--- config.mk ---
export PLATFORM = sky130hd
export DESIGN_NAME = execUnit
export DESIGN_NICKNAME = d
export VERILOG_FILES = /design/src/aluPkg.sv /design/src/flowPkg.sv /design/src/alu.sv /design/src/execUnit.sv /design/src/opQueue.sv /design/src/resultQueue.sv
export SDC_FILE = /design/constraint.sdc
export NUM_CORES = 1
export LEC_CHECK = 0
export BUFFER_PORTS_ARGS = -buffer_cell sky130_fd_sc_hd__clkbuf_2
export CAP_MARGIN = 10
export CORE_ASPECT_RATIO = 1.75
export CORE_MARGIN = 1.5
export CORE_UTILIZATION = 55
export DETAILED_ROUTE_END_ITERATION = 8
export PLACE_DENSITY_LB_ADDON = 0.1
export SKIP_LAST_GASP = 1
export SLEW_MARGIN = 25
export SYNTH_ARGS = -nofsm -noshare
export SYNTH_HDL_FRONTEND = slang
export SYNTH_HIERARCHICAL = 1
export SYNTH_SLANG_ARGS = --single-unit
--- constraint.sdc ---
create_clock -name CLK -period 7.75 [get_ports CLK]
set_input_delay 1.1625 -clock CLK [delete_from_list [all_inputs] [get_ports CLK]]
set_output_delay 1.1625 -clock CLK [all_outputs]
set_load 0.02 [all_outputs]
--- src/aluPkg.sv ---
package aluPkg;

	// ----------------------------------------
	// Data path widths
	// ----------------------------------------

	localparam int DATA_BITS = 16;
	localparam int OP_BITS   = 4;
	localparam int FLAG_BITS = 3;

	// Bit positions inside the flag vector.
	localparam int FLAG_C = 2;
	localparam int FLAG_Z = 1;
	localparam int FLAG_S = 0;

	typedef logic [DATA_BITS-1:0] dataWord;	// Operand or result.
	typedef logic [FLAG_BITS-1:0] aluFlags;	// {C, Z, S}.

	// ----------------------------------------
	// Operation codes
	// ----------------------------------------

	typedef enum logic [OP_BITS-1:0] {
		opMove = 4'd0,
		opClrC = 4'd1,
		opSetC = 4'd2,
		opClrZ = 4'd3,
		opSetZ = 4'd4,
		opClrS = 4'd5,
		opSetS = 4'd6,
		opAdd  = 4'd7,
		opSub  = 4'd8,
		opMul  = 4'd9,		// Reserved.
		opMuls = 4'd10,		// Reserved.
		opCmp  = 4'd11,
		opAnd  = 4'd12,
		opOr   = 4'd13,
		opXor  = 4'd14,
		opTest = 4'd15
	} aluOpT;

endpackage

--- src/flowPkg.sv ---
package flowPkg;

	// Queue sizes and credit limits.
	localparam int OPQ_DEPTH   = 4;	// Also the number of upstream credits.
	localparam int RESQ_DEPTH  = 4;
	localparam int RES_CREDITS = 4;	// Downstream buffer size.

	localparam int PTR_BITS = 2;
	localparam int CNT_BITS = 3;

	// Index into a 4-entry queue.
	typedef logic [PTR_BITS-1:0] queuePtr;

	// Holds 0 to 4.
	typedef logic [CNT_BITS-1:0] creditCount;

	// Occupancy of a queue, 0 to 4.
	typedef logic [CNT_BITS-1:0] queueCount;

endpackage

--- src/alu.sv ---
module alu
	import aluPkg::*;
(
	input  logic    CLK,
	input  logic    RSTb,

	input  logic    issue,
	input  aluOpT   issueCode,
	input  dataWord issueA,
	input  dataWord issueB,

	output dataWord aluOut,
	output aluFlags flags,		// C, Z and S registers.
	output aluFlags nextFlags	// Flags after the current op.
);

	function automatic logic isZero(input dataWord value);
		isZero = (value == '0);
	endfunction

	// ----------------------------------------
	// Arithmetic and logic terms
	// ----------------------------------------

	logic [DATA_BITS:0] addRes;	// Carry in the top bit.
	logic [DATA_BITS:0] subRes;	// Borrow in the top bit.
	dataWord andRes;
	dataWord orRes;
	dataWord xorRes;

	assign addRes = {1'b0, issueA} + {1'b0, issueB};
	assign subRes = {1'b0, issueA} - {1'b0, issueB};
	assign andRes = issueA & issueB;
	assign orRes  = issueA | issueB;
	assign xorRes = issueA ^ issueB;

	always_comb begin
		// Flags hold unless the op names them.
		nextFlags = flags;
		aluOut    = '0;

		case (issueCode)
			opMove: aluOut = issueA;	// Straight to write-back.
			opClrC: nextFlags[FLAG_C] = 1'b0;
			opSetC: nextFlags[FLAG_C] = 1'b1;
			opClrZ: nextFlags[FLAG_Z] = 1'b0;
			opSetZ: nextFlags[FLAG_Z] = 1'b1;
			opClrS: nextFlags[FLAG_S] = 1'b0;
			opSetS: nextFlags[FLAG_S] = 1'b1;
			opAdd: begin
				aluOut            = addRes[DATA_BITS-1:0];
				nextFlags[FLAG_C] = addRes[DATA_BITS];
				nextFlags[FLAG_Z] = isZero(addRes[DATA_BITS-1:0]);
				nextFlags[FLAG_S] = addRes[DATA_BITS-1];
			end
			opSub,
			opCmp: begin
				aluOut            = subRes[DATA_BITS-1:0];
				nextFlags[FLAG_C] = subRes[DATA_BITS];
				nextFlags[FLAG_Z] = isZero(subRes[DATA_BITS-1:0]);
				nextFlags[FLAG_S] = subRes[DATA_BITS-1];
			end
			opMul,
			opMuls: aluOut = '0;	// Reserved with no multiplier.
			opAnd,
			opTest: begin
				aluOut            = andRes;
				nextFlags[FLAG_Z] = isZero(andRes);
			end
			opOr: begin
				aluOut            = orRes;
				nextFlags[FLAG_Z] = isZero(orRes);
			end
			opXor: begin
				aluOut            = xorRes;
				nextFlags[FLAG_Z] = isZero(xorRes);
			end
		endcase
	end

	// ----------------------------------------
	// Flag registers
	// ----------------------------------------

	// Only an issued op moves the flags.
	always_ff @(posedge CLK) begin
		if (!RSTb)
			flags <= '0;
		else if (issue)
			flags <= nextFlags;
	end

endmodule

--- src/execUnit.sv ---
module execUnit
	import aluPkg::*;
(
	input  logic    CLK,
	input  logic    RSTb,

	// Credit-based upstream side.
	input  logic    opValid,
	input  aluOpT   opCode,
	input  dataWord opA,
	input  dataWord opB,
	output logic    opCredit,

	// Credit-based downstream side.
	output logic    resValid,
	output dataWord resData,
	output aluFlags resFlags,
	input  logic    resCredit
);

	// Issue path.
	logic    issue;
	aluOpT   issueCode;
	dataWord issueA;
	dataWord issueB;
	logic    resReady;

	// ALU results.
	dataWord aluOut;
	aluFlags nextFlags;

	opQueue uOpQueue (
		.CLK       (CLK),
		.RSTb      (RSTb),
		.opValid   (opValid),
		.opCode    (opCode),
		.opA       (opA),
		.opB       (opB),
		.opCredit  (opCredit),
		.resReady  (resReady),
		.issue     (issue),
		.issueCode (issueCode),
		.issueA    (issueA),
		.issueB    (issueB)
	);

	alu uAlu (
		.CLK       (CLK),
		.RSTb      (RSTb),
		.issue     (issue),
		.issueCode (issueCode),
		.issueA    (issueA),
		.issueB    (issueB),
		.aluOut    (aluOut),
		.flags     (),
		.nextFlags (nextFlags)
	);

	// Flag state is captured per result from nextFlags.
	resultQueue uResultQueue (
		.CLK       (CLK),
		.RSTb      (RSTb),
		.issue     (issue),
		.aluOut    (aluOut),
		.nextFlags (nextFlags),
		.resReady  (resReady),
		.resValid  (resValid),
		.resData   (resData),
		.resFlags  (resFlags),
		.resCredit (resCredit)
	);

endmodule

--- src/opQueue.sv ---
module opQueue
	import aluPkg::*;
	import flowPkg::*;
(
	input  logic    CLK,
	input  logic    RSTb,

	// Issuing front end.
	input  logic    opValid,
	input  aluOpT   opCode,
	input  dataWord opA,
	input  dataWord opB,
	output logic    opCredit,

	// Result queue has room.
	input  logic    resReady,

	// Towards ALU and result queue.
	output logic    issue,
	output aluOpT   issueCode,
	output dataWord issueA,
	output dataWord issueB
);

	// ----------------------------------------
	// Storage
	// ----------------------------------------

	aluOpT   codeMem [OPQ_DEPTH];
	dataWord aMem    [OPQ_DEPTH];
	dataWord bMem    [OPQ_DEPTH];

	queuePtr   wrPtr;
	queuePtr   rdPtr;
	queueCount count;

	logic push;
	logic pop;

	// Sender only drives opValid while it holds a credit.
	assign push = opValid;
	assign pop  = (count != '0) && resReady;

	always_ff @(posedge CLK) begin
		if (push) begin
			codeMem[wrPtr] <= opCode;
			aMem[wrPtr]    <= opA;
			bMem[wrPtr]    <= opB;
		end
	end

	// ----------------------------------------
	// Pointers and occupancy
	// ----------------------------------------

	always_ff @(posedge CLK) begin
		if (!RSTb) begin
			wrPtr <= '0;
			rdPtr <= '0;
			count <= '0;
		end else begin
			if (push)
				wrPtr <= wrPtr + 1'b1;	// Wraps at depth 4.
			if (pop)
				rdPtr <= rdPtr + 1'b1;

			case ({push, pop})
				2'b10:   count <= count + 1'b1;
				2'b01:   count <= count - 1'b1;
				default: count <= count;	// Idle or both.
			endcase
		end
	end

	// Head of the queue goes out in order.
	assign issue     = pop;
	assign issueCode = codeMem[rdPtr];
	assign issueA    = aMem[rdPtr];
	assign issueB    = bMem[rdPtr];

	// Each issued entry frees one slot upstream.
	assign opCredit = pop;

endmodule

--- src/resultQueue.sv ---
module resultQueue
	import aluPkg::*;
	import flowPkg::*;
(
	input  logic    CLK,
	input  logic    RSTb,

	// From the ALU in the issue cycle.
	input  logic    issue,
	input  dataWord aluOut,
	input  aluFlags nextFlags,
	output logic    resReady,	// Not full.

	// Write-back consumer.
	output logic    resValid,
	output dataWord resData,
	output aluFlags resFlags,
	input  logic    resCredit
);

	// ----------------------------------------
	// Storage
	// ----------------------------------------

	dataWord dataMem [RESQ_DEPTH];
	aluFlags flagMem [RESQ_DEPTH];

	queuePtr    wrPtr;
	queuePtr    rdPtr;
	queueCount  count;
	creditCount credit;	// Free slots downstream.

	logic send;

	// Result and flag state travel together.
	always_ff @(posedge CLK) begin
		if (issue) begin
			dataMem[wrPtr] <= aluOut;
			flagMem[wrPtr] <= nextFlags;
		end
	end

	assign resReady = (count != queueCount'(RESQ_DEPTH));

	// Head goes out whenever the consumer has room.
	assign send = (count != '0) && (credit != '0);

	// ----------------------------------------
	// Pointers and occupancy
	// ----------------------------------------

	always_ff @(posedge CLK) begin
		if (!RSTb) begin
			wrPtr <= '0;
			rdPtr <= '0;
			count <= '0;
		end else begin
			if (issue)
				wrPtr <= wrPtr + 1'b1;
			if (send)
				rdPtr <= rdPtr + 1'b1;

			case ({issue, send})
				2'b10:   count <= count + 1'b1;
				2'b01:   count <= count - 1'b1;
				default: count <= count;
			endcase
		end
	end

	// ----------------------------------------
	// Downstream credits
	// ----------------------------------------

	always_ff @(posedge CLK) begin
		if (!RSTb)
			credit <= creditCount'(RES_CREDITS);	// Consumer buffer starts empty.
		else begin
			case ({send, resCredit})
				2'b10:   credit <= credit - 1'b1;
				2'b01:   credit <= credit + 1'b1;
				default: credit <= credit;	// Spend and return cancel.
			endcase
		end
	end

	assign resValid = send;
	assign resData  = dataMem[rdPtr];
	assign resFlags = flagMem[rdPtr];

endmodule

# ---- Word-level counts from Yosys, hierarchy flattened
# Memory sizes are Yosys's and may differ from the RTL's. A register that Yosys moved wholly into a read port is not among the register bits.
# Index checks and enable logic that the tools add are counted.
dict set report word_totals {
  mem_bits_rw 220
  latch_bits 0
  mem_count 5
  mem_bits_ro 0
  output_inout_bits 21
  word_cells 85
  input_bits 40
  register_bits 20
}
# memory depth word_bits read_ports rd_ports_with_merged_regs wr line_no
set mem_list {}
lappend mem_list {uOpQueue.aMem 4 16 1 1 1 opQueue.sv:30} ;# dataWord aMem [OPQ_DEPTH];
lappend mem_list {uOpQueue.bMem 4 16 1 1 1 opQueue.sv:31} ;# dataWord bMem [OPQ_DEPTH];
lappend mem_list {uResultQueue.dataMem 4 16 1 1 1 resultQueue.sv:25} ;# dataWord dataMem [RESQ_DEPTH];
lappend mem_list {uOpQueue.codeMem 4 4 1 1 1 opQueue.sv:29} ;# aluOpT codeMem [OPQ_DEPTH];
lappend mem_list {uResultQueue.flagMem 4 3 1 1 1 resultQueue.sv:26} ;# aluFlags flagMem [RESQ_DEPTH];
dict set report op_classes {
  n_eq_ne 20
  mux 21
  shift 0
  addsub 12
  bitwise 3
  div_mod_pow 0
  multipliers 0
  order_cmp 0
  n_reduce_logical 16
}
# cell n
set op_table {}
lappend op_table {{$pmux W16 S6} 1}
lappend op_table {{$logic_not A16 Y1} 5}
lappend op_table {{$eq A4 B4 Y1 const B} 6}
lappend op_table {{$mux W2} 10}
lappend op_table {{$pmux W3 S2} 3}
lappend op_table {{$add A16 B16 Y17} 1}
lappend op_table {{$sub A16 B16 Y17} 1}
lappend op_table {{$and A16 B16 Y16} 1}
lappend op_table {{$eq A4 B3 Y1 const B} 4}
lappend op_table {{$or A16 B16 Y16} 1}
lappend op_table {{$xor A16 B16 Y16} 1}
lappend op_table {{$add A3 B1 Y3 const B} 3}
lappend op_table {{$reduce_bool A3 Y1} 3}
lappend op_table {{$sub A3 B1 Y3 const B} 3}
lappend op_table {{$add A2 B1 Y2 const B} 4}
lappend op_table {{$eq A4 B2 Y1 const B} 2}
lappend op_table {{$pmux W1 S4} 2}
lappend op_table {{$pmux W1 S7} 1}
lappend op_table {{$eq A2 B1 Y1 const B} 3}
lappend op_table {{$eq A2 B2 Y1 const B} 3}
lappend op_table {{$reduce_bool A2 Y1} 3}
lappend op_table {{$eq A4 B1 Y1 const B} 1}
lappend op_table {{$logic_not A4 Y1} 1}
lappend op_table {{$mux W1} 4}
lappend op_table {{3 further kinds} 5}

# ---- Depth between registers and ports, before layout
dict set report depth {
  word_depth 4
  ltp_mapped 15
  depth_no_buf 12
}

# ---- Cells and area by module
# Netlist, hierarchy kept.
# module n_inst area_per_inst_um2 seq_area_each_um2 cells_per_inst
set by_module_without_submodules {}
lappend by_module_without_submodules {opQueue 1 5709.2 4504.3 234}
lappend by_module_without_submodules {alu 1 3413.3 60.1 511}
lappend by_module_without_submodules {resultQueue 1 3364.5 2522.4 165}

# ---- Worst setup path after synthesis
# No wires, ideal clock.
dict set report synth_path {
  path_kind {register to register}
  from {register with a tool-made name}
  to {memory uResultQueue/flagMem[0][1] (netlist bit), data pin}
  t_required_ns 7.571
  path_buffers 2
  setup_slack_ns 4.146
  arrival_time_ns 3.424
  path_stages_with_launch 14
  setup_time_ns 0.179
  period_less_slack_ns 3.604
  cell_sequence {dfxtp_1 > buf_6 > buf_12 > mux4_2 > ha_1 > fa_1 > a21oi_1 > o211ai_2 > o2111ai_2 > a21oi_1 > a31oi_1 > o2111ai_1 > or3_1 > a21oi_1}
}
# element line_no
set synth_lines {}
lappend synth_lines {{end: declaration} resultQueue.sv:26}

==> impl_metrics.csv <==
group,metric,value,unit
die,io-pin-count,61,
synth,synth_nets,1014,
global_routing,first_global_vias,8274,
placement,io_buffers,60,
clocking,post_cts_buffers,0,
die,initial_core_util,56.3,%
synth,syn_area,12500,um^2
final_layout,mostFrequentLayoutCells,"edfxtp_1 (220), inv_1 (67), clkbuf_2 (60), ha_1 (59)",
clocking,cts_max_path_buffers,3,
global_routing,grt_max_degree,37,
detailed_routing,via_count,7918,
global_routing,antenna_found_initial,0,
timing,fmax,0.200,GHz
synth,synthDistinctLibCells,79,
synth,synth_flop_cell,"edfxtp_1",
setup_path,start_kind,"register",
setup_path,crit_fanout,33,
die,die_area,23700,um^2
die,coreArea,22200,um^2
placement,place.gp.congestion,0.991,
timing,hold_viol,0,
setup_path,cp-end-kind,"register",
final_layout,layout-drive-gt1-share,17.7,%
synth,yosys_warnings,6,
final_layout,num_antenna_cells,0,
detailed_routing,wl_per_cell,23.1,um
detailed_routing,drt-pass1-iter-count,7,
min_path,hold_class,"reg -> reg",
power_and_ir_drop,power.density,445,nW/um^2
synth,async_flop_share,0,%
setup_path,cp_data_arrival_time,5.32,ns
power_and_ir_drop,finalPower,6080,uW
global_routing,grt_pass1_wl,45300,um
placement,dpl-instance-area,13000,um^2
synth,syn-instance-count,910,
timing,fin_setup_tns,0,ns
timing,slew_viol_final,0,
placement,hpwl,21400,um
clocking,cts_resized,0,
run,maxCapViolCount,0,
timing,fin_crit,5.00,ns
setup_path,required,8.07,ns
synth,avgSynthCellArea,13.7,um^2
clocking,clk_pin_slew_worst_paths,0.06,ns
detailed_routing,ant_nets,0,
timing,rsz0062_at_grt,"false",
global_routing,grt-ovfl-total,0,
die,rows,72,
clocking,cts_made_buffers,23,
detailed_routing,drc_errors,0,
final_layout,nets,1065,
timing,fin_skew,0.0223,ns
setup_path,slowest_delay,0.70,ns
final_layout,synthToLayoutAreaGrowth,9.35,%
setup_path,r2r_slack,2.75,ns
timing,finalSetupViolCount,0,
synth,ys_seq_area_share,56.8,%
synth,synth-seq-cells,244,
final_layout,final_common_cell,"edfxtp_1",
clocking,ctsHoldBuffers,0,
final_layout,design_area,13700,um^2
timing,relSlewSlack,26.1,%
clocking,clk_latency,0.52,ns
detailed_routing,via_per_inst,6.24,
setup_path,critPathKind,"reg -> reg",
status,status,"finished clean",
clocking,cts_tree,"done",
setup_path,path_cells,"buf_4, mux4_1, ha_1, fa_1, a21oi_1, o211ai_2, o2111ai_2, nor2_1, o21ai_0, nand4_1, or3_1, a21oi_1",
power_and_ir_drop,p_leak,0.00487,uW
global_routing,grt.total_usage,25.7,%
power_and_ir_drop,ir_drop,0.265,mV
timing,tightest_slew,1.11,ns
setup_path,crit_slowest_cell,"mux4_1",
detailed_routing,drt_iter0_markers,614,
clocking,htreeDepth,1,
detailed_routing,wirelength,29300,um
die,die_h,202,um
timing,post-route-period-util,64.5,%
synth,synth_edf_count,220,
die,die_x,117,um
clocking,cts.sinks,244,
clocking,cts_root_buffer,"clkbuf_16",
setup_path,crit_path_frequent_cell,"a21oi_1",
==> logic make-up after synthesis <==
family	share of synthesized area, %
flip-flops	56.8
AO/OA/AOI/OAI	11.5
AND/OR/NAND/NOR	8.34
XOR/XNOR	1.61
multiplexers	10.8
adder cells (fa/ha/maj)	6.71
buffers and inverters	4.35
==> state kept, by name (all words and copies together) (netlist names), named ones only <==
register and cells:
uOpQueue/aMem 64, uOpQueue/bMem 64, uResultQueue/dataMem 64, uOpQueue/codeMem 16, uResultQueue/flagMem 12, uAlu/flags 3, uOpQueue/count 3, uResultQueue/count 3
uResultQueue/credit 3, uOpQueue/rdPtr 2, uOpQueue/wrPtr 2, uResultQueue/rdPtr 2, uResultQueue/wrPtr 2
==> cell type report <==
cell class,count,area (um^2)
fillers,1747,8510
repair buffers,73,398
flip-flops and latches,244,7090
clock inverters,9,77.6
clock buffers,28,594
well taps,296,370
multi-input cells,549,4860
inverters,70,263
==> worst paths after layout <==
| kind | from | to | cells past startpoint |
|---|---|---|---|
| worst max register to register | register | uResultQueue/flagMem[3][1] | 12 |
| worst max-delay path | register | uResultQueue/flagMem[3][1] | 12 |
| worst min-delay path | uResultQueue/rdPtr[1] | uResultQueue/rdPtr[1] | 2 |
| worst min register to register | uResultQueue/rdPtr[1] | uResultQueue/rdPtr[1] | 2 |
==> critical path: cells and delay by family, from the launching register on <==
family,cells,cell delay [ns]
simple gates,3,0.61
fa+ha+maj,2,0.77
flops,1,0.38
mux,1,0.70
buf+inv,1,0.54
compound gates,5,1.77
==> cell usage after synthesis, types with 6 or more instances <==
library cell  instances  area, um^2
o211ai_1              9        67.6
a21oi_1              49         245
xor2_1               10        87.6
buf_2                 6        30.0
mux4_1                6         158
nor4_1               11        68.8
nor3_1               25         125
o21ai_0              38         190
and2_1               14        87.6
nand3_1              18        90.1
edfxtp_1            220        6610
nor2b_1               8        50.1
clkbuf_1             29         109
mux4_2               49        1100
o31ai_1               7        52.6
nor2_1               36         135
or3_1                10        62.6
ha_1                 59         738
mux2i_1               7        70.1
o2111ai_1             7        61.3
a22oi_1              15         113
xnor2_1              13         114
nand4_1               8        50.1
dfxtp_1              24         480
inv_1                67         251
a31oi_1               9        56.3
and3_1                8        50.1
a21o_1                9        67.6
nand2_1              28         105
==> layer usage <==
metal / routed length [um] / share of wire [%] / up-vias / GRT usage [%]
met5: 0 / 0 / - / 0
met4: 2060 / 7.0 / 0 / 16.4
met3: 1060 / 3.6 / 100 / 2.10
met2: 15600 / 53 / 282 / 46.3
met1: 10500 / 36 / 3883 / 28.3
li1: - / - / 3653 / -
==> where the power goes <==
| part | internal (uW) | total [uW] | switching (uW) |
|---|---|---|---|
| combinational | 1120 | 3200 | 2090 |
| sequential | 1780 | 1860 | 74.0 |
| clock | 577 | 1020 | 440 |
| total | 3480 | 6080 | 2600 |
==> per-stage QoR <==
stage	setup WS, ns	std cells	util, %	hold slack, ns
after floorplan	4.15	910	-	0.453
after global placement	2.89	1232	58.6	0.469
after detailed placement	2.87	1232	58.6	0.489
after CTS	2.82	1269	61.6	0.500
after global routing	2.51	1269	61.6	0.526
final	2.75	1269	61.6	0.487
(Power assumes the default switching activity.)
